--- src/rtl/gb_mem_macros.svh ---
`ifndef GB_MEM_MACROS_SVH
`define GB_MEM_MACROS_SVH

// Memory map
`define GB_ROM_END    16'h7FFF
`define GB_WRAM_START 16'hC000
`define GB_ECHO_END   16'hFDFF
`define GB_OAM_START  16'hFE00
`define GB_OAM_END    16'hFE9F
`define GB_DMA_REG    16'hFF46
`define GB_HRAM_START 16'hFF80
`define GB_HRAM_END   16'hFFFE

// Memory index widths
`define GB_WRAM_BITS 13
`define GB_HRAM_BITS 7
`define GB_OAM_BITS  8
`define GB_ROM_BITS  6

// Bytes moved by one OAM DMA
`define GB_OAM_LEN 160

`endif

--- src/rtl/gb_mem_pkg.sv ---
package gb_mem_pkg;

  // High and low byte of a bus address
  typedef struct packed {
    logic [7:0] page;
    logic [7:0] offset;
  } bus_addr_split_t;

  // Same address word, as a flat value or as page and offset
  typedef union packed {
    logic [15:0]     raw;
    bus_addr_split_t split;
  } bus_addr_u;

  // CPU side of the bus
  typedef struct packed {
    bus_addr_u  addr;
    logic [7:0] wdata;
    logic       read_en;
    logic       write_en;
  } cpu_req_t;

  // OAM DMA side of the bus
  typedef struct packed {
    bus_addr_u  addr;
    logic [7:0] wdata;
    logic       read_en;
    logic       write_en;
    logic       active;
  } dma_req_t;

  // Per-target request from the MMU, index is local to the target
  typedef struct packed {
    logic [15:0] index;
    logic [7:0]  wdata;
    logic        read_en;
    logic        write_en;
  } mem_port_t;

endpackage

--- src/rtl/mmu.sv ---
`include "gb_mem_macros.svh"

module mmu (
  input  logic                  clk,
  input  logic                  rst_n,
  input  gb_mem_pkg::cpu_req_t  cpu_req,
  output logic [7:0]            cpu_rdata,
  input  gb_mem_pkg::dma_req_t  dma_req,
  output logic [7:0]            dma_rdata,
  output gb_mem_pkg::mem_port_t rom_port,
  output gb_mem_pkg::mem_port_t wram_port,
  output gb_mem_pkg::mem_port_t hram_port,
  output gb_mem_pkg::mem_port_t oam_port,
  output gb_mem_pkg::mem_port_t reg_port,
  input  logic [7:0]            rom_rdata,
  input  logic [7:0]            wram_rdata,
  input  logic [7:0]            hram_rdata,
  input  logic [7:0]            oam_rdata,
  input  logic [7:0]            reg_rdata
);

  // Read source codes
  localparam logic [2:0] src_none = 3'd0;
  localparam logic [2:0] src_rom  = 3'd1;
  localparam logic [2:0] src_wram = 3'd2;
  localparam logic [2:0] src_oam  = 3'd3;
  localparam logic [2:0] src_hram = 3'd4;
  localparam logic [2:0] src_reg  = 3'd5;

  localparam logic [15:0] dma_reg = `GB_DMA_REG;

  gb_mem_pkg::bus_addr_u eff_addr;
  logic                  active;
  logic                  rom_hit;
  logic                  wram_hit;
  logic                  oam_hit;
  logic                  hram_hit;
  logic                  reg_hit;
  logic                  path_rd;
  logic                  path_wr;
  logic [2:0]            cpu_src_d;
  logic [2:0]            cpu_src_q;
  logic [2:0]            dma_src_d;
  logic [2:0]            dma_src_q;
  logic [7:0]            dma_off_q;

  function automatic logic [7:0] pick_byte(
    input logic [2:0] src,
    input logic [7:0] rom_b,
    input logic [7:0] wram_b,
    input logic [7:0] oam_b,
    input logic [7:0] hram_b,
    input logic [7:0] reg_b
  );
    logic [7:0] b;
    case (src)
      src_rom:  b = rom_b;
      src_wram: b = wram_b;
      src_oam:  b = oam_b;
      src_hram: b = hram_b;
      src_reg:  b = reg_b;
      default:  b = 8'hFF;
    endcase
    return b;
  endfunction

  // DMA owns the ROM, work RAM and OAM paths while it runs
  assign active   = dma_req.active;
  assign eff_addr = active ? dma_req.addr : cpu_req.addr;

  assign rom_hit  = eff_addr.raw <= `GB_ROM_END;
  assign wram_hit = eff_addr.raw inside {[`GB_WRAM_START : `GB_ECHO_END]};
  assign oam_hit  = eff_addr.raw inside {[`GB_OAM_START : `GB_OAM_END]};
  assign hram_hit = cpu_req.addr.raw inside {[`GB_HRAM_START : `GB_HRAM_END]};
  assign reg_hit  = (cpu_req.addr.split.page == dma_reg[15:8]) &&
                    (cpu_req.addr.split.offset == dma_reg[7:0]);

  // The DMA engine only reads over the shared path
  assign path_rd = active ? dma_req.read_en : cpu_req.read_en;
  assign path_wr = cpu_req.write_en && !active;

  always_comb begin
    rom_port.index     = eff_addr.raw;
    rom_port.wdata     = cpu_req.wdata;
    rom_port.read_en   = path_rd && rom_hit;
    rom_port.write_en  = path_wr && rom_hit;

    // Echo lands on the same low 13 bits
    wram_port.index    = eff_addr.raw;
    wram_port.wdata    = cpu_req.wdata;
    wram_port.read_en  = path_rd && wram_hit;
    wram_port.write_en = path_wr && wram_hit;

    hram_port.index    = cpu_req.addr.raw;
    hram_port.wdata    = cpu_req.wdata;
    hram_port.read_en  = cpu_req.read_en && hram_hit;
    hram_port.write_en = cpu_req.write_en && hram_hit;

    reg_port.index     = cpu_req.addr.raw;
    reg_port.wdata     = cpu_req.wdata;
    reg_port.read_en   = cpu_req.read_en && reg_hit;
    reg_port.write_en  = cpu_req.write_en && reg_hit;
  end

  // Each DMA write goes to the offset of the read that fetched the byte
  always_comb begin
    if (active) begin
      oam_port.index    = {8'h00, dma_off_q};
      oam_port.wdata    = dma_req.wdata;
      oam_port.read_en  = 1'b0;
      oam_port.write_en = dma_req.write_en;
    end else begin
      oam_port.index    = {8'h00, eff_addr.split.offset};
      oam_port.wdata    = cpu_req.wdata;
      oam_port.read_en  = cpu_req.read_en && oam_hit;
      oam_port.write_en = cpu_req.write_en && oam_hit;
    end
  end

  always_comb begin
    cpu_src_d = src_none;
    if (cpu_req.read_en) begin
      if (reg_hit) cpu_src_d = src_reg;
      else if (hram_hit) cpu_src_d = src_hram;
      else if (!active && rom_hit) cpu_src_d = src_rom;
      else if (!active && wram_hit) cpu_src_d = src_wram;
      else if (!active && oam_hit) cpu_src_d = src_oam;
    end
  end

  always_comb begin
    dma_src_d = src_none;
    if (active && dma_req.read_en) begin
      if (rom_hit) dma_src_d = src_rom;
      else if (wram_hit) dma_src_d = src_wram;
    end
  end

  always_ff @(posedge clk) begin
    if (!rst_n) begin
      cpu_src_q <= src_none;
      dma_src_q <= src_none;
    end else begin
      cpu_src_q <= cpu_src_d;
      dma_src_q <= dma_src_d;
    end
  end

  always_ff @(posedge clk) begin
    if (dma_req.read_en) dma_off_q <= dma_req.addr.split.offset;
  end

  // Memories answer one cycle after the strobe
  assign cpu_rdata = pick_byte(cpu_src_q, rom_rdata, wram_rdata, oam_rdata,
                               hram_rdata, reg_rdata);
  assign dma_rdata = pick_byte(dma_src_q, rom_rdata, wram_rdata, oam_rdata,
                               hram_rdata, reg_rdata);

endmodule

--- config.mk ---
export PLATFORM = sky130hd
export DESIGN_NAME = mmu
export DESIGN_NICKNAME = d
export VERILOG_FILES = /design/src/rtl/gb_mem_pkg.sv /design/src/rtl/mmu.sv
export VERILOG_INCLUDE_DIRS = /design/src /design/src/rtl
export SDC_FILE = /design/constraint.sdc
export NUM_CORES = 1
export LEC_CHECK = 0
export BUFFER_PORTS_ARGS = -buffer_cell sky130_fd_sc_hd__clkbuf_2
export CAP_MARGIN = 0
export CORE_AREA = 2 2 93 95
export CTS_BUF_LIST = sky130_fd_sc_hd__clkbuf_4 sky130_fd_sc_hd__clkbuf_8
export DETAILED_ROUTE_END_ITERATION = 8
export DIE_AREA = 0 0 95 97
export GPL_ROUTABILITY_DRIVEN = 0
export PLACE_DENSITY_LB_ADDON = 0.2
export SETUP_SLACK_MARGIN = 0.5
export SYNTH_ARGS = -nofsm -noshare
export SYNTH_HDL_FRONTEND = slang
export SYNTH_SLANG_ARGS = --single-unit
--- constraint.sdc ---
create_clock -name clk -period 1.3 [get_ports clk]
set_input_delay 0.13 -clock clk [delete_from_list [all_inputs] [get_ports clk]]
set_output_delay 0.13 -clock clk [all_outputs]
set_load 0.05 [all_outputs]
* Word level (Yosys, flattened, before mapping)
Index checks and enable logic that the tools add are counted.
** Storage, ports and cells
- Register bits :: 13
- Bits of input ports :: 95
- Logic and storage cells :: 63
** Operators by class
- Order comparisons :: 7
- Equality and inequality tests :: 12
- Mux-type cells :: 12
- Bitwise logic cells :: 3
- Reductions and logical operators :: 24
** Operators with widths (count)
- case mux 8 bit (5 select lines) :: 2
- >= comparator 16 bit (second input constant) :: 3
- less-or-equal comparator 16 bit (second input constant) :: 3
- logical AND 1 bit :: 19
- two-way mux 18 bit :: 1
- less-or-equal comparator 16 x 15 -> 1 bit (second input constant) :: 1
- two-way mux 16 bit :: 1
- equality test 8 x 7 -> 1 bit (second input constant) :: 1
- equality test 8 bit (second input constant) :: 1
- two-way mux 2 bit :: 4
- equality test 2 x 3 -> 1 bit (second input constant) :: 2
- equality test 3 x 2 -> 1 bit (second input constant) :: 2
- equality test 3 bit (second input constant) :: 2
- two-way mux 3 bit :: 2
- OR reduction 5 bit :: 1
- equality test 2 bit (second input constant) :: 2
- AND reduction 2 bit :: 2
- equality test 3 x 1 -> 1 bit (second input constant) :: 1
- NOT 1 bit :: 3
- OR reduction 3 bit :: 1
- equality test 2 x 1 -> 1 bit (second input constant) :: 1
- two-way mux 1 bit :: 2
- logical NOT 1 bit :: 1

* Depth between registers and ports, before layout
- Depth in word-level cells :: 9
- Mapped depth :: 6

* Worst setup path after synthesis
OpenSTA, ideal clock, no wires.
- Path type :: input to output
- Start point :: input port dma_req[0] (netlist name)
- End point :: output port wram_port[19] (netlist name)
- Data arrival time :: 2258 ps
- Path slack :: -1088 ps
- Stages on the path :: 5
- Path buffers :: 4
- Cell sequence :: clkbuf_1 > clkbuf_1 > buf_1 > o21ai_0 > buf_4
** RTL lines
- start: declaration :: line mmu.sv:8 : input gb_mem_pkg::dma_req_t dma_req,
- end: declaration :: line mmu.sv:11 : output gb_mem_pkg::mem_port_t wram_port,

* Final worst setup path
- Start point :: register cpu_src_q[2]
- End point :: output port cpu_rdata[7]
** On the way
- Word-level cells in the longest chain between the ends :: 2
- Elaborated cells between the ends (all ways) :: 6
- Those cells by class :: eq/ne: 5; mux: 1
** Ends and longest elaborated chain
- start: declaration :: line mmu.sv:42 : logic [2:0] cpu_src_q;
- start signal: assignment :: line mmu.sv:141 : cpu_src_q <= src_none;
- start signal: assignment :: line mmu.sv:144 : cpu_src_q <= cpu_src_d;
- equality test 3 bit, or another cell as far along :: line mmu.sv:56 : case (src)
- case mux 8 bit (5 select lines) (*) :: line mmu.sv:56
- end: declaration :: line mmu.sv:7 : output logic [7:0] cpu_rdata,
Every way passes the cells marked *; elsewhere a longest branch is shown, timed or not.

==> results.cfg <==
[setup_path]
required_ns = 1.17
criticalPathCategory = flip-flop to output pin
crit_buf_inv = 2
path_max_fanout = 6
cp_cell_sequence = buf_12 > a21bo_2 > a221oi_2 > a21oi_1 > o22a_2 > buf_8
cp-end-kind = output pin
cp.depth = 6
critPathSlowestCell = dfxtp_2
slowest_delay_ns = 0.34
cp.arrival_ns = 1.56
cp-start-kind = flip-flop
critPathTopFamily = compound AO/OA/AOI/OAI gates

[floorplan]
initial_core_util_pct = 27.3
coreArea_mm2 = 0.00813
dieArea_mm2 = 0.00922
die_x_um = 95
fp.dieH_um = 97
rows = 33
pin_count = 241

[power_and_ir_drop]
leakage_uw = 0.00311
power_density_mw_per_mm2 = 579
p_comb_share_pct = 76.6
power.switching_uw = 1840
internal_power_uw = 1980
p_clk_share_pct = 10.9
switching_share_pct = 48.2
power_frac_seq_pct = 12.5
vdd_ir_drop_max_v = 0.000424

[synthesis]
synth_edf_count = 8
postSynthAreaPerCell_um2 = 7.25
seq_area_frac_synth_pct = 15.3
synth_area_leaders = buf_4 30%, edfxtp_1 11%, nand2_1 8.1%, mux2_2 7.1%, mux2i_1 5.0%
async_reset_ff_share_pct = 0
synthCells = 306
yosys_warnings = 0
synth.largest_area_cell = buf_4
synth_area_mm2 = 0.00222
netlist.area_leader.share_pct = 29.8
synth-seq-cells = 13
synth_cell_types = 40
synth-main-ff-cell = edfxtp_1

[route]
ant_nets = 0
drt-initial-drc-count = 108
wl_mm = 12.4
routed_via_density = 4.82
drt-pass1-iter-count = 5
vias = 3211
post-route-drc-count = 0
wl_per_cell_um = 18.7

[layout]
n_antenna_cell = 0
drive_gt1_share_pct = 86.8
areaGrowthSynthToFinish_pct = 197
finalInstanceArea_mm2 = 0.00659
instances_no_fill = 666
nets = 657

[global_route]
overflow = 0
grt_pass1_wl_mm = 18.0
track_usage_pct = 25.4
grt_pass1_vias = 3376
antenna_found_initial = 0
grt_max_degree = 12

[timing]
timing.fmax_ghz = 0.593
min_period_ns = 1.69
whs_ns = 0.0864
fin_ws_ns = -0.387
setup_violations = 31
fin_setup_tns_ns = -5.89
fin_crit_sh_pct = 130
rsz0062_at_grt = yes
drv_slew = 0
hold_viol = 0

[place]
dp_hpwl_mm = 7.65
numPortBuffers = 232
post-place-cells = 598
dpl_cell_area_mm2 = 0.00424

[outcome]
violations = setup timing
status = complete, but fails checks

[cts]
cts_tree = done
root_buffer = clkbuf_8
clock-sinks = 13
cts.reportedPaths.clkPinSlew_ns = 0.07
htreeDepth = 1
numCtsBuffers = 3
cts_buffer_depth = 2

[run]
maxCapViolCount = 0

[hold_path]
hold-path-cell-count = 1
min_path_type = input pin to flip-flop
## timing repair
| item | CTS | global route |
|---|---|---|
| hold endpoints to repair | 0 | 0 |
| cloned | 3 | 1 |
| gates resized for setup | 261 | 69 |
| endpoints found under the setup margin | 82 | 85 |
| pin swaps | 47 | 22 |
| hold buffers | 0 | 0 |
| setup buffers | 42 | 18 |
## registers in the layout, summed over array words and instances, names as in the netlist
register	count
cpu_src_q	3
dma_src_q	2
dma_off_q	8
## cell families (layout without fill, tap and decap cells)
logic type,after synthesis,in the layout,share of synthesized area (%)
simple gates,114,114,25.2
buf+inv,106,354,32.8
compound gates,47,47,14.4
mux,25,25,12.1
flops,13,13,15.3
other cells,1,8,0.169
## path summary, 6_finish.rpt
kind / to / start
worst max-delay path: cpu_rdata[7] / cpu_src_q[2]$_SDFF_PN0_
worst min-delay path: dma_off_q[0]$_DFFE_PP_ / dma_req[11]
## cell usage after synthesis (all sizes together) (5+ instances only)
| master | n |
|---|---|
| a21oi | 15 |
| and2 | 5 |
| buf | 90 |
| clkbuf | 12 |
| dfxtp | 5 |
| edfxtp | 8 |
| mux2 | 14 |
| mux2i | 11 |
| nand2 | 48 |
| nand2b | 14 |
| nor2 | 21 |
| o21ai | 9 |
## power by group through the flow
stage,logic (uW),clock network [uW],registers [uW]
floorplan,1720,0,480
global placement,2050,0,482
detailed placement,2060,0,483
CTS,2770,408,477
global route,3010,454,479
finish,2920,417,476
## metal layers
| layer | share of wire [%] | global-route usage, % | vias up | wire [um] |
|---|---|---|---|---|
| met4 | 3.3 | 8.36 | 0 | 414 |
| met5 | 0 | 0 | - | 0 |
| li1 | - | - | 1482 | - |
| met3 | 6.4 | 4.05 | 26 | 802 |
| met1 | 31 | 23.5 | 1516 | 3840 |
| met2 | 59 | 53.3 | 187 | 7390 |
## layout make-up
type / count / area [um^2]
clock buffers: 4 / 48.8
fillers: 454 / 1540
inverters: 4 / 15.0
multi-input cells: 194 / 2230
flip-flops and latches: 13 / 353
well taps: 105 / 131
repair buffers: 346 / 3820
## cell usage in the layout, fill, tap and decap left out, drive strengths merged, types with 3 or more instances in the layout
master / n
clkbuf: 198
buf: 152
nand2: 48
nor2: 21
a21oi: 15
mux2: 14
nand2b: 14
mux2i: 11
o21ai: 9
conb: 8
edfxtp: 8
and2: 5
dfxtp: 5
nand4: 4
a222oi: 4
inv: 4
a22oi: 4
nand3: 4
nor2b: 3
o211ai: 3
## through the flow
step           utilization (%)  total power (uW)  worst slack (ns)
2_1_floorplan                -              2200            -0.387
3_3_place_gp              52.2              2530            -0.352
6_report                  81.0              3810            -0.387
3_5_place_dp              52.2              2540            -0.381
4_1_cts                   76.7              3660            -0.398
5_1_grt                   81.0              3940            -0.480
No activity file was read; power rests on OpenSTA's default activity.
