<file path="src/rtl/gb_mem_macros.svh">
`ifndef GB_MEM_MACROS_SVH
`define GB_MEM_MACROS_SVH

// Memory map
`define GB_ROM_END    16'h7FFF
`define GB_WRAM_START 16'hC000
`define GB_ECHO_END   16'hFDFF
`define GB_OAM_START  16'hFE00
`define GB_OAM_END    16'hFE9F
`define GB_DMA_REG    16'hFF46
`define GB_HRAM_START 16'hFF80
`define GB_HRAM_END   16'hFFFE

// Memory index widths
`define GB_WRAM_BITS 13
`define GB_HRAM_BITS 7
`define GB_OAM_BITS  8
`define GB_ROM_BITS  6

// Bytes moved by one OAM DMA
`define GB_OAM_LEN 160

`endif

</file>
<file path="src/rtl/gb_mem_pkg.sv">
package gb_mem_pkg;

  // High and low byte of a bus address
  typedef struct packed {
    logic [7:0] page;
    logic [7:0] offset;
  } bus_addr_split_t;

  // Same address word, as a flat value or as page and offset
  typedef union packed {
    logic [15:0]     raw;
    bus_addr_split_t split;
  } bus_addr_u;

  // CPU side of the bus
  typedef struct packed {
    bus_addr_u  addr;
    logic [7:0] wdata;
    logic       read_en;
    logic       write_en;
  } cpu_req_t;

  // OAM DMA side of the bus
  typedef struct packed {
    bus_addr_u  addr;
    logic [7:0] wdata;
    logic       read_en;
    logic       write_en;
    logic       active;
  } dma_req_t;

  // Per-target request from the MMU, index is local to the target
  typedef struct packed {
    logic [15:0] index;
    logic [7:0]  wdata;
    logic        read_en;
    logic        write_en;
  } mem_port_t;

endpackage

</file>
<file path="src/rtl/oam_dma.sv">
`include "gb_mem_macros.svh"

module oam_dma (
  input  logic                  clk,
  input  logic                  rst_n,
  input  gb_mem_pkg::mem_port_t reg_port,
  output logic [7:0]            reg_rdata,
  output gb_mem_pkg::dma_req_t  dma_req,
  input  logic [7:0]            dma_rdata
);

  localparam logic [7:0]  last_off = 8'(`GB_OAM_LEN - 1);
  localparam logic [15:0] oam_base = `GB_OAM_START;

  logic [7:0]            page_q;
  logic                  active_q;
  logic [7:0]            rd_off_q;
  logic                  wr_valid_q;
  logic [7:0]            wr_off_q;
  logic                  reading;
  logic                  start;
  gb_mem_pkg::bus_addr_u src_addr;
  gb_mem_pkg::bus_addr_u oam_addr;

  // A new page is only taken while idle
  assign start   = reg_port.write_en && !active_q;
  assign reading = active_q && (rd_off_q <= last_off);

  always_ff @(posedge clk) begin
    if (!rst_n) begin
      page_q     <= 8'h00;
      active_q   <= 1'b0;
      rd_off_q   <= 8'h00;
      wr_valid_q <= 1'b0;
    end else begin
      wr_valid_q <= reading;
      if (start) begin
        page_q   <= reg_port.wdata;
        active_q <= 1'b1;
        rd_off_q <= 8'h00;
      end else begin
        if (reading) rd_off_q <= rd_off_q + 8'd1;
        // Done once the last byte is written
        if (wr_valid_q && (wr_off_q == last_off)) active_q <= 1'b0;
      end
    end
  end

  always_ff @(posedge clk) begin
    wr_off_q <= rd_off_q;
    if (reg_port.read_en) reg_rdata <= page_q;
  end

  always_comb begin
    src_addr.split.page   = page_q;
    src_addr.split.offset = rd_off_q;
    oam_addr.split.page   = oam_base[15:8];
    oam_addr.split.offset = wr_off_q;
  end

  // Tail cycle has only the OAM write left
  always_comb begin
    dma_req.addr     = reading ? src_addr : oam_addr;
    dma_req.wdata    = dma_rdata;
    dma_req.read_en  = reading;
    dma_req.write_en = wr_valid_q;
    dma_req.active   = active_q;
  end

endmodule

</file>
<file path="config.mk">
export PLATFORM = sky130hd
export DESIGN_NAME = oam_dma
export DESIGN_NICKNAME = d
export VERILOG_FILES = /design/src/rtl/gb_mem_pkg.sv /design/src/rtl/oam_dma.sv
export VERILOG_INCLUDE_DIRS = /design/src /design/src/rtl
export SDC_FILE = /design/constraint.sdc
export NUM_CORES = 1
export LEC_CHECK = 0
export ABC_AREA = 0
export BUFFER_PORTS_ARGS = -buffer_cell sky130_fd_sc_hd__clkbuf_2
export CAP_MARGIN = 20
export CORE_ASPECT_RATIO = 0.8
export CORE_MARGIN = 1.5
export CORE_UTILIZATION = 43
export CTS_CLUSTER_SIZE = 30
export DETAILED_ROUTE_END_ITERATION = 8
export PLACE_DENSITY_LB_ADDON = 0.1
export SYNTH_ARGS = -nofsm -noshare
export SYNTH_HDL_FRONTEND = slang
export SYNTH_SLANG_ARGS = --single-unit
</file>
<file path="constraint.sdc">
create_clock -name clk -period 4 [get_ports clk]
set_clock_uncertainty 0.05 [all_clocks]
set_input_delay 0.2 -clock clk [delete_from_list [all_inputs] [get_ports clk]]
set_output_delay 0.2 -clock clk [all_outputs]
set_load 0.005 [all_outputs]
</file>
# Word level (Yosys, flattened, before mapping)
# Index checks and enable logic that the tools add are counted.
# totals
reg_bits	34
out_inout_bits	35
wordCells	19
# op_classes
eq_ne	1
n_reduce_logical	6
n_bitwise	1
muxes	3
order_cmp	1
add_sub_neg	1
# op_table
cell	n
16-bit two-way mux	1
8-bit by 1-bit adder with 8-bit output, second input constant	1
8-bit equality test, second input constant	1
8-bit less-or-equal comparator, second input constant	1
1-bit logical AND	3
1-bit two-way mux	2
2-bit nonzero test	1
2-bit OR reduction	1
1-bit zero test	1
1-bit NOT	1

# Logic depth before layout (Yosys ltp)
# Gate-level depths: netlist of the first run.
# logic_depth
ltp_word	4
depth_mapped	5
mapped_depth_nobuf	4

# Worst setup path after synthesis of the first run
# No wires, ideal clock.
# synth_timing
kind	reg-to-output
from	register rd_off_q[5]
to	output port dma_req[21] (netlist name)
n_path_buf	2
path_slack_ps	2642
arrival_time_ps	1108
path_stages_with_launch	5
required_ps	3750
cell_sequence	dfxtp_1 > buf_6 > o21a_4 > clkbuf_1 > or3_1
# synth_rtl
item	line_no	rtl
start, declared	oam_dma.sv:17	logic [7:0] rd_off_q;
start signal, assigned	oam_dma.sv:42	if (reading) rd_off_q <= rd_off_q + 8'd1;
end, declared	oam_dma.sv:8	output gb_mem_pkg::dma_req_t dma_req,

==> impl_results.md, run 1 <==
* Status: finished clean
* Remaining DRCs at 0
* Final Cell Area at 1650 sq um
* Max VDD drop at 0.244 mV
* Layout cell share with drive strength beyond 1 at 30.6%
* Die area at 3710 sq um
* # diodes at 0
* Final WL at 2.78 mm
* Setup TNS Final at 0 ns
* Starting density of the core at 46.0%
* DP Worst Slack at 2.29 ns
* Clk_lat worst skew at 0.28 ns
* Unrepaired setup endpoints after global routing: false
* Fin crit share at 49.7%
* Vias in the first global route at 895
* CTS tree: yes
* Top cell type's share of synthesized area at 36.1%
* Worst min path class: in -> reg
* Crit path DAT at 1.74 ns
* Starting DRT DRC Count at 73
* PostCTS Resize Cnt at 0
* Top FF cell, synth: dfxtp_1
* Antenna viol nets, final at 0
* Total power at 0.664 mW
* Clock slew at reported path FFs at 0.07 ns
* Met3 Use GR at 5.97%
* Number of I/O pins at 71
* Met2 track demand over resource at 20.3%
* Cts hold-fix bufs at 0
* Synthesized net count at 182
* Ys async rst share at 0%
* CTS Buf Count at 5
* Multi-input logic area at 547 sq um
* Seq/Total Area, Yosys at 52.8%
* CP max stage delay at 0.63 ns
* Pre-Repair DR Iteration Count at 4
* Post-Syn Instances at 145
* Most frequent cell after synthesis: dfxtp_1
* Number of port buffers at 38
* FMAX at 0.503 GHz
* GPL Wtd Cong at 0.765
* Routed length per placed instance at 13.0 um
* CP Launch Type: register
* Final setup margin at 2.01 ns
* Layout area overhead at 14.3%
* Initial antenna violation count at 0
* Worst Setup Path Type: reg -> out
* Area after DPL at 1560 sq um
* Synth Area per Inst at 9.94 sq um
* Row cnt at 18
* Via count at 1073
* Worst Path Buf+Inv at 2
* Met1 Use GR at 23.8%
* Fin nets at 209
* Critical Path Fanout Max at 17
* Post-synth cell types at 30
* Fillers at 294
* Synth cell count leaders: 26 x dfxtp_1, 20 x nand2_1, 11 x buf_4
* Leak at 0.701 nW
* Worst-Margin Slew at 0.508 ns
* First-pass GRT wire length at 4.32 mm
* CP Capture Type: output pin
* DIE HEIGHT at 54.8 um
* Fin Hold WS at 0.0980 ns
* Slew HR at 66.1%
* Post-DP HPWL at 2.02 mm
* Htree depth at 2
* Busiest grt layer: met1
* Total gr overflow at 0
* Pin count of the biggest net entering global routing at 18
* Final Setup Violations at 0
* Yosys reg bits at 34
* Crit path cell chain: inv_1 -> or3_1 -> clkbuf_2
* FF+latch area at 761 sq um
* Family with the most delay on the worst path: flip-flops
* Yosys warnings at 0
* Core area at 3130 sq um
* Die Span X at 67.7 um
* Cell Pwr Density at 403 nW/um^2
* Worst EP required at 3.75 ns
* Final hold viol count at 0
* Slowest-stage cell, CP: dfxtp_1
* Clock sink count at 34
* Post-CTS Setup Inserts at 0
* Synth area leaders: dfxtp_1 36%, edfxtp_1 17%, buf_4 5.7%
* Mapped Area at 1440 sq um
* Top cell type by total area after synthesis: dfxtp_1
* Vias per cell at 5.04
* GRT Total Usage at 16.3%
* Fin. max-slew vios at 0
* CTS max path bufs at 2
* Min Tclk post-route at 1.99 ns
* Clock Tree Root: clkbuf_8
* Post-synth EDFFs at 8
* Max cap viols at 0
## cell usage in the layout (no fill, tap or decap), drive strengths merged
| cell type | netlist | routed |
|---|---|---|
| clkbuf | 4 | 43 |
| dfxtp | 26 | 26 |
| nand2 | 20 | 20 |
| or3 | 10 | 10 |
| a21boi | 8 | 8 |
| edfxtp | 8 | 8 |
| nor2 | 6 | 6 |
| a21oi | 6 | 6 |
| mux2 | 6 | 6 |
| o21ai | 6 | 6 |
| nand4 | 5 | 5 |
| inv | 4 | 4 |
| nand3 | 4 | 4 |
| and3 | 3 | 3 |
| nor2b | 2 | 2 |
| a31oi | 2 | 2 |
| mux2i | 2 | 2 |
| clkinv | 0 | 2 |
| o21a | 1 | 1 |
| nand2b | 1 | 1 |
| nand3b | 1 | 1 |
| and2 | 1 | 1 |
| o31ai | 1 | 1 |
| or4 | 1 | 1 |
| a41oi | 1 | 1 |
| and4 | 1 | 1 |
| ha | 1 | 1 |
| clkinvlp | 0 | 1 |
## cells by family after synthesis
group / share of synthesized area [%]
DFF: 52.8
adders and majority gates: 0.868
buffers and inverters: 9.29
muxes: 6.08
and+or+nand+nor: 19.4
AOI/OAI and AO/OA: 11.6
## metrics by stage
| stage | std cells | util (%) |
|---|---|---|
| 4_1_cts | 213 | 52.6 |
| 2_1_floorplan | 145 | - |
| 3_5_place_dp | 205 | 49.9 |
| 3_3_place_gp | 205 | 49.9 |
| 6_report | 213 | 52.6 |
| 5_1_grt | 213 | 52.6 |
## final cells by class
type                    count  area share, %
flip-flops and latches     34           46.2
multi-input cells          89           33.2
repair buffers             38           11.5
clock buffers               5           4.18
well taps                  40           3.04
clock inverters             3          0.987
inverters                   4          0.911
## per-layer routing
metal	vias up	part of all wire, %
li1	550	-
met1	480	51
met2	30	41
met3	13	6.0
met4	0	2.4
met5	-	0
## where the power goes
group,internal (mW),switching [mW]
logic,0.0255,0.0269
registers,0.365,0.0105
clock network,0.119,0.117
total,0.509,0.155
## final timing paths
path	slack [ns]	start	end	depth (start not counted)
worst min register to register	0.35	rd_off_q[4]	wr_off_q[4]	0
worst max register to register	2.27	active_q	rd_off_q[2]	3
worst min-delay path	0.1	reg_port[8]	page_q[6]	3
worst max-delay path	2.01	active_q	dma_req[20]	3
## registers in the layout (all words and copies together) (netlist names)
register    count
wr_off_q        8
page_q          8
reg_rdata       8
active_q        1
rd_off_q        8
wr_valid_q      1
## worst min-delay path, stage by stage
cell and delay [ns]:
clkbuf_2 0.08, nand2_1 0.04, a21boi_0 0.06
Note: power is estimated with default switching activity, not from simulation.
==> inputs of run 2 (changes only) <==
--- a/config.mk
+++ b/config.mk
@@ -6,12 +6,12 @@
 export SDC_FILE = /design/constraint.sdc
 export NUM_CORES = 1
 export LEC_CHECK = 0
-export ABC_AREA = 0
+export ABC_AREA = 1
 export BUFFER_PORTS_ARGS = -buffer_cell sky130_fd_sc_hd__clkbuf_2
 export CAP_MARGIN = 20
 export CORE_ASPECT_RATIO = 0.8
 export CORE_MARGIN = 1.5
-export CORE_UTILIZATION = 43
+export CORE_UTILIZATION = 40
 export CTS_CLUSTER_SIZE = 30
 export DETAILED_ROUTE_END_ITERATION = 8
 export PLACE_DENSITY_LB_ADDON = 0.1
==> constraint.sdc (replaced) <==
create_clock -name clk -period 1.8 [get_ports clk]
set_clock_uncertainty 0.05 [all_clocks]
set_input_delay 0.09 -clock clk [delete_from_list [all_inputs] [get_ports clk]]
set_output_delay 0.09 -clock clk [all_outputs]
set_load 0.005 [all_outputs]
==> run 2 against run 1 <==
Sequential cell count did not move. Register-to-register slack got worse by 1.8 ns. Setup slack worse by 1.8 ns. Critical path type unchanged. Largest cell class unchanged. Highest routed layer unchanged.
==> impl_results.md, run 2 <==
* Clock sink count at 34 (unchanged)
* Status: finished clean (unchanged)
* Post-synth EDFFs at 8 (unchanged)
* Pre-Repair DR Iteration Count at 4 (unchanged)
* Die Span X at 69.4 um (was 67.7 um)
* Worst Setup Path Type: reg -> out (unchanged)
* Post-CTS Setup Inserts at 0 (unchanged)
* Final hold viol count at 0 (unchanged)
* # diodes at 0 (unchanged)
* Synthesized net count at 205 (was 182)
* Leak at 0.760 nW (was 0.701 nW)
* Fin. max-slew vios at 0 (unchanged)
* Logic pwr share at 12.0% (was 7.9%)
* Slew HR at 77.2% (was 66.1%)
* First-pass GRT wire length at 4.76 mm (was 4.32 mm)
* Sw power at 0.378 mW (was 0.155 mW)
* CTS tree: yes (unchanged)
* Crit Reg-Reg Endpoint: rd_off_q[2] (unchanged)
* Min Tclk post-route at 1.61 ns
* Worst reg2reg path startpoint: active_q (unchanged)
* Final Non-Filler Cells at 250 (was 213)
* Final WL at 2.87 mm (was 2.78 mm)
* Htree depth at 2 (unchanged)
* Total gr overflow at 0 (unchanged)
* Number of port buffers at 38 (unchanged)
* Vias in the first global route at 1097 (was 895)
* DIE HEIGHT at 56.2 um (was 54.8 um)
* Mapped Area at 1410 sq um (was 1440 sq um)
* DP Worst Slack at 0.315 ns (was 2.29 ns)
* Cell Pwr Density at 904 nW/um^2 (was 403 nW/um^2)
* Fin crit share at 89.2%
* CTS Buf Count at 5 (unchanged)
* Worst Path Buf+Inv at 1 (was 2)
* Fin nets at 245 (was 209)
* Post-synth cell types at 22 (was 30)
* Clk_lat worst skew at 0.28 ns (about the same)
* Max VDD drop at 0.523 mV (was 0.244 mV)
* GPL Wtd Cong at 0.713 (was 0.765)
* Final setup margin at 0.195 ns (was 2.01 ns)
* Area after DPL at 1570 sq um (was 1560 sq um)
* Vias per cell at 4.64 (was 5.04)
* Die area at 3900 sq um (was 3710 sq um)
* Yosys reg bits at 34 (unchanged)
* FMAX at 0.623 GHz
* Number of I/O pins at 71 (unchanged)
* Seq/Total Area, Yosys at 53.9% (was 52.8%)
* Worst EP required at 1.66 ns (was 3.75 ns)
* CP Capture Type: output pin (unchanged)
* Worst hold start: reg_port[6] (was reg_port[8])
* Via count at 1159 (was 1073)
* Setup TNS Final at 0 ns (unchanged)
* CP Launch Type: register (unchanged)
* Clock share of power at 33.2% (was 35.6%)
* Yosys warnings at 0 (unchanged)
* WHS Endpoint: page_q[4] (was page_q[6])
* CP max stage delay at 0.36 ns (was 0.63 ns)
* Routed length per placed instance at 11.5 um (was 13.0 um)
* Pin count of the biggest net entering global routing at 20 (was 18)
* Layout cell share with drive strength beyond 1 at 28.8% (was 30.6%)
* Int Power at 1.17 mW (was 0.509 mW)
* Post-Syn Instances at 168 (was 145)
* Most frequent cells in the layout: 38 x clkbuf_2, 34 x nand2_1, 30 x nor2_1, 26 x dfxtp_1 (was 38 x clkbuf_2, 26 x dfxtp_1, 20 x nand2_1, 10 x or3_1)
* Initial antenna violation count at 0 (unchanged)
* Crit path cell chain: o21ai_1 -> nand2_2 -> or2_2 -> clkbuf_2 (was inv_1 -> or3_1 -> clkbuf_2)
* Starting DRT DRC Count at 114 (was 73)
* R2R cell count at 5 (was 3)
* GRT Total Usage at 15.8% (was 16.3%)
* Worst-Margin Slew at 0.342 ns (was 0.508 ns)
* Worst hold stages at 3 (unchanged)
* FF+latch area at 761 sq um (unchanged)
* Critical Path Fanout Max at 16 (was 17)
* Clock Tree Root: clkbuf_8 (unchanged)
* Family with the most delay on the worst path: simple AND/OR/NAND/NOR gates (was flip-flops)
* Top FF cell, synth: dfxtp_1 (unchanged)
* Top cell type by total area after synthesis: dfxtp_1 (unchanged)
* Post-DP HPWL at 2.01 mm (was 2.02 mm)
* Most frequent cell after synthesis: nand2_1 (was dfxtp_1)
* Slowest-stage cell, CP: dfxtp_1 (unchanged)
* Remaining DRCs at 0 (unchanged)
* Worst min path class: in -> reg (unchanged)
* Crit path DAT at 1.47 ns (was 1.74 ns)
* Unrepaired setup endpoints after global routing: false (unchanged)
* Ys async rst share at 0% (unchanged)
* Row cnt at 19 (was 18)
* Total power at 1.54 mW (was 0.664 mW)
* Final Cell Area at 1710 sq um (was 1650 sq um)
* Clock slew at reported path FFs at 0.07 ns (about the same)
* Flop2flop setup slack at 0.43 ns (was 2.27 ns)
* CTS max path bufs at 2 (unchanged)
* Flop pwr share at 54.8% (was 56.5%)
* Synth Area per Inst at 8.41 sq um (was 9.94 sq um)
* Antenna viol nets, final at 0 (unchanged)
* Max cap viols at 0 (unchanged)
* Layout area overhead at 21.0% (was 14.3%)
* Starting density of the core at 41.6% (was 46.0%)
* Commonest non-fill, non-tap cell in the layout: clkbuf_2 (unchanged)
* Multi-input logic area at 495 sq um (was 547 sq um)
* Core area at 3400 sq um (was 3130 sq um)
* Fillers at 335 (was 294)
* Synth area leaders: dfxtp_1 37%, edfxtp_1 17%, nand2_1 9.3% (was dfxtp_1 36%, edfxtp_1 17%, buf_4 5.7%)
* Sw Share at 24.5% (was 23.3%)
* DP Cell Count at 237 (was 205)
* Top cell type's share of synthesized area at 36.8% (was 36.1%)
* Synth cell count leaders: 35 x nand2_1, 30 x nor2_1, 26 x dfxtp_1 (was 26 x dfxtp_1, 20 x nand2_1, 11 x buf_4)
* Final Setup Violations at 0 (unchanged)
==> run 2: changes by cell type in the layout (fill, tap and decap cells not counted), sizes merged, moves of 4 or more <==
cell,previous run,this run
a21boi,8,0
inv,4,13
nand2,20,36
nor2,6,31
or3,10,0
dlygate4sd3,0,6
mux2,6,0
nand4,5,1
o21ai,6,13
or2,0,7
==> run 2: final cells by class <==
cell class | count | share of cell area [%]
clock buffer | 5 | 4.03
clock inverter | 2 | 0.586
inverter | 13 | 2.86
multi-input combinational | 107 | 29.0
sequential | 34 | 44.5
tap | 42 | 3.07
timing repair buffer | 47 | 16.0
==> run 2: per-stage QoR <==
step	utilization [%]	hold slack, ns
after CTS	50.2	0.00747
after floorplan	-	0.152
after detailed placement	46.1	0.130
after global routing	50.3	0.0207
final	50.3	0.0181
after global placement	46.1	0.130
==> run 2: how the worst max path moves through the flow <==
stage	from	endpoint	cells after the start
after global placement	rd_off_q[6]	dma_req[22]	4
after global routing	rd_off_q[6]	dma_req[19]	5
after detailed placement	rd_off_q[6]	dma_req[22]	4
after CTS	rd_off_q[6]	dma_req[22]	4
final	rd_off_q[6]	dma_req[22]	4
after floorplan	rd_off_q[0]	rd_off_q[6]	6
==> run 2: logic make-up after synthesis <==
group,share of synthesized area (%)
AND/OR/NAND/NOR,25.4
flip-flops,53.9
buffers and inverters,11.2
AO/OA/AOI/OAI,7.97
XOR/XNOR,0.620
adder cells (fa/ha/maj),0.886
==> run 2: power groups by stage <==
stage	Sequential (mW)	Clock, mW	Combinational, mW
CTS	0.846	0.530	0.188
detailed placement	0.863	0	0.177
global route	0.851	0.564	0.208
floorplan	0.862	0	0.120
global placement	0.862	0	0.174
finish	0.847	0.512	0.186
==> run 2: worst reg2reg max path, stage by stage (launching register included) <==
cell and delay, ns:
dfxtp_1 0.32, buf_4 0.16, nor2_2 0.30, nor2_1 0.16, inv_1 0.20, a21oi_1 0.07
==> run 2: metal layers <==
layer / routed length, um / part of all wire (%) / global-route usage, % / vias up
met4: 59 / 2.1 / 8.68 / 0
met2: 1260 / 44 / 23.5 / 34
met5: 0 / 0 / 0 / -
met1: 1400 / 49 / 20.3 / 509
li1: - / - / - / 603
met3: 143 / 5.0 / 5.25 / 13
==> run 2: repair_timing <==
action                                  in CTS  in global routing
hold buffers                                 6                  0
endpoints found under the hold margin        6                  0
gates resized for setup                      0                  1
endpoints found under the setup margin       0                  9
==> inputs of run 3 (changes only) <==
--- a/config.mk
+++ b/config.mk
@@ -14,7 +14,7 @@
 export CORE_UTILIZATION = 40
 export CTS_CLUSTER_SIZE = 30
 export DETAILED_ROUTE_END_ITERATION = 8
-export PLACE_DENSITY_LB_ADDON = 0.1
+export PLACE_DENSITY = 0.71
 export SYNTH_ARGS = -nofsm -noshare
 export SYNTH_HDL_FRONTEND = slang
 export SYNTH_SLANG_ARGS = --single-unit
==> run 3 against run 2 <==
Sequential share of layout area shrank 0.63 points. Sequential cell count unchanged. Wire length is 1.1% lower. Fmax increased by 0.15%. Cell area is 1.6% higher. Count of clock-buffer cells in the layout stayed put. Cell count unchanged. Die area unchanged. Register-to-register slack barely moved. Combinational power about the same. Largest power group unchanged.
==> impl_results.md, run 3 (synthesis results as in run 2) <==
* Worst min path class: in -> reg (unchanged)
* Max cap viols at 0 (unchanged)
* Flop2flop setup slack at 0.43 ns (about the same)
* Slew HR at 75.6% (was 77.2%)
* Post-DP HPWL at 1.95 mm (was 2.01 mm)
* Crit path cell chain: o21ai_1 -> nand2_2 -> buf_4 -> o21ai_0 -> clkbuf_2 (was o21ai_1 -> nand2_2 -> or2_2 -> clkbuf_2)
* Max VDD drop at 0.393 mV (was 0.523 mV)
* Met1 Use GR at 22.0% (was 20.3%)
* Core area at 3400 sq um (unchanged)
* Min Tclk post-route at 1.60 ns (was 1.61 ns)
* Fin. max-slew vios at 0 (unchanged)
* Pre-Repair DR Iteration Count at 4 (unchanged)
* Clk_lat worst skew at 0.28 ns (about the same)
* Status: finished clean (unchanged)
* Final Setup Violations at 0 (unchanged)
* Worst Path Buf+Inv at 2 (was 1)
* Family with the most delay on the worst path: flip-flops (was simple AND/OR/NAND/NOR gates)
* CTS Buf Count at 5 (unchanged)
* Starting DRT DRC Count at 44 (was 114)
* Setup TNS Final at 0 ns (unchanged)
* Clock share of power at 38.6% (was 33.2%)
* CP max stage delay at 0.35 ns (was 0.36 ns)
* Flop pwr share at 50.3% (was 54.8%)
* Die area at 3900 sq um (unchanged)
* Htree depth at 2 (unchanged)
* Via count at 1164 (was 1159)
* Sw Share at 22.4% (was 24.5%)
* Slowest-stage cell, CP: dfxtp_2 (was dfxtp_1)
* Unrepaired setup endpoints after global routing: false (unchanged)
* Layout area overhead at 22.9% (was 21.0%)
* CP Launch Type: register (unchanged)
* First-pass GRT wire length at 4.72 mm (was 4.76 mm)
* Commonest non-fill, non-tap cell in the layout: clkbuf_2 (unchanged)
* GRT Total Usage at 15.7% (was 15.8%)
* Post-CTS Setup Inserts at 0 (unchanged)
* Sw power at 0.377 mW (was 0.378 mW)
* Vias per cell at 4.66 (was 4.64)
* Most frequent cells in the layout: 38 x clkbuf_2, 34 x nand2_1, 30 x nor2_1, 25 x dfxtp_1 (was 38 x clkbuf_2, 34 x nand2_1, 30 x nor2_1, 26 x dfxtp_1)
* Critical Path Fanout Max at 10 (was 16)
* Worst-Margin Slew at 0.366 ns (was 0.342 ns)
* CTS max path bufs at 2 (unchanged)
* FMAX at 0.624 GHz (was 0.623 GHz)
* Cell Pwr Density at 971 nW/um^2 (was 904 nW/um^2)
* GPL Wtd Cong at 0.793 (was 0.713)
* Worst Setup Path Type: reg -> out (unchanged)
* Number of I/O pins at 71 (unchanged)
* Crit Reg-Reg Endpoint: page_q[0] (was rd_off_q[2])
* Final WL at 2.84 mm (was 2.87 mm)
* Initial antenna violation count at 0 (unchanged)
* WHS Endpoint: page_q[0] (was page_q[4])
* Worst reg2reg path startpoint: active_q (unchanged)
* Busiest grt layer: met2 (unchanged)
* Worst hold start: reg_port[2] (was reg_port[6])
* Remaining DRCs at 0 (unchanged)
* Total gr overflow at 0 (unchanged)
* CTS tree: yes (unchanged)
* Pin count of the biggest net entering global routing at 20 (unchanged)
* Routed length per placed instance at 11.3 um (was 11.5 um)
* Fillers at 349 (was 335)
* Clock Tree Root: clkbuf_8 (unchanged)
* Starting density of the core at 41.6% (unchanged)
* Worst hold stages at 3 (unchanged)
* CP Capture Type: output pin (unchanged)
* Layout cell share with drive strength beyond 1 at 28.4% (was 28.8%)
* Row cnt at 19 (unchanged)
* Antenna viol nets, final at 0 (unchanged)
* Logic pwr share at 11.1% (was 12.0%)
* Vias in the first global route at 1064 (was 1097)
* # diodes at 0 (unchanged)
* Fin crit share at 89.1% (was 89.2%)
* Met2 track demand over resource at 22.5% (was 23.5%)
* Fin nets at 245 (unchanged)
* Leak at 0.767 nW (was 0.760 nW)
* Number of port buffers at 38 (unchanged)
* Final Non-Filler Cells at 250 (unchanged)
* Met3 Use GR at 3.44% (was 5.25%)
* DP Cell Count at 236 (was 237)
* Clock sink count at 34 (unchanged)
* Int Power at 1.31 mW (was 1.17 mW)
* Clock slew at reported path FFs at 0.06 ns (was 0.07 ns)
* Final hold viol count at 0 (unchanged)
* R2R cell count at 5 (unchanged)
* Worst EP required at 1.66 ns (about the same)
* Crit path DAT at 1.46 ns (was 1.47 ns)
* Die Span X at 69.4 um (unchanged)
* DIE HEIGHT at 56.2 um (unchanged)
run 3: cell count changes in the layout (fill, tap and decap cells not counted):
cell,delta
dlygate4sd3_1,+1
bufinv_16,+1
clkinv_2,-2
dfxtp_1,-1
clkinv_1,+1
dfxtp_2,+1
buf_4,-1
run 3: power groups by stage:
stage               clock network [mW]  logic (mW)  registers (mW)
finish                           0.651       0.187           0.848
global route                     0.692       0.211           0.852
CTS                              0.666       0.188           0.846
detailed placement                   0       0.175           0.863
global placement                     0       0.174           0.861
floorplan                            0       0.120           0.862
run 3: per-stage QoR:
stage	hold WS (ns)	util, %	cell area (sq um)	worst slack [ns]	power (mW)
after global placement	0.130	45.9	1560	0.373	1.04
after floorplan	0.152	-	1410	0.696	0.982
after detailed placement	0.130	45.9	1560	0.365	1.04
after global routing	0.112	51.1	1740	0.0577	1.76
final	0.0748	51.1	1740	0.197	1.69
after CTS	0.0629	51.0	1730	0.0600	1.70
run 3: layout make-up:
class	instances	area [sq um]	area share, %
flip-flops and latches	34	762	43.9
multi-input cells	107	495	28.5
repair buffers	47	275	15.9
clock buffers	5	68.8	3.96
well taps	42	52.6	3.03
inverters	13	48.8	2.81
clock inverters	2	33.8	1.95
run 3: tightest hold or removal path: cells and delay by family:
| kind | cells | cell delay, ns |
|---|---|---|
| compound gates | 2 | 0.19 |
| buf+inv | 1 | 0.09 |
run 3: repair_timing:
action,CTS,global route
endpoints found under the hold margin,7,0
hold buffers,7,0
endpoints found under the setup margin,0,4
gates resized for setup,0,2
run 3: worst max-delay path by stage:
stage | startpoint | endpoint | slack, ns | depth (start not counted)
floorplan | rd_off_q[0] | rd_off_q[6] | 0.70 | 6
global placement | rd_off_q[5] | dma_req[14] | 0.37 | 6
detailed placement | rd_off_q[5] | dma_req[14] | 0.36 | 6
CTS | rd_off_q[5] | dma_req[14] | 0.06 | 6
global route | rd_off_q[5] | dma_req[14] | 0.06 | 5
finish | rd_off_q[5] | dma_req[14] | 0.20 | 5
run 3: per-layer routing:
metal | part of all wire [%] | wire length, um
met1 | 46 | 1320
met2 | 45 | 1280
met3 | 6.3 | 178
met4 | 2.1 | 59
met5 | 0 | 0
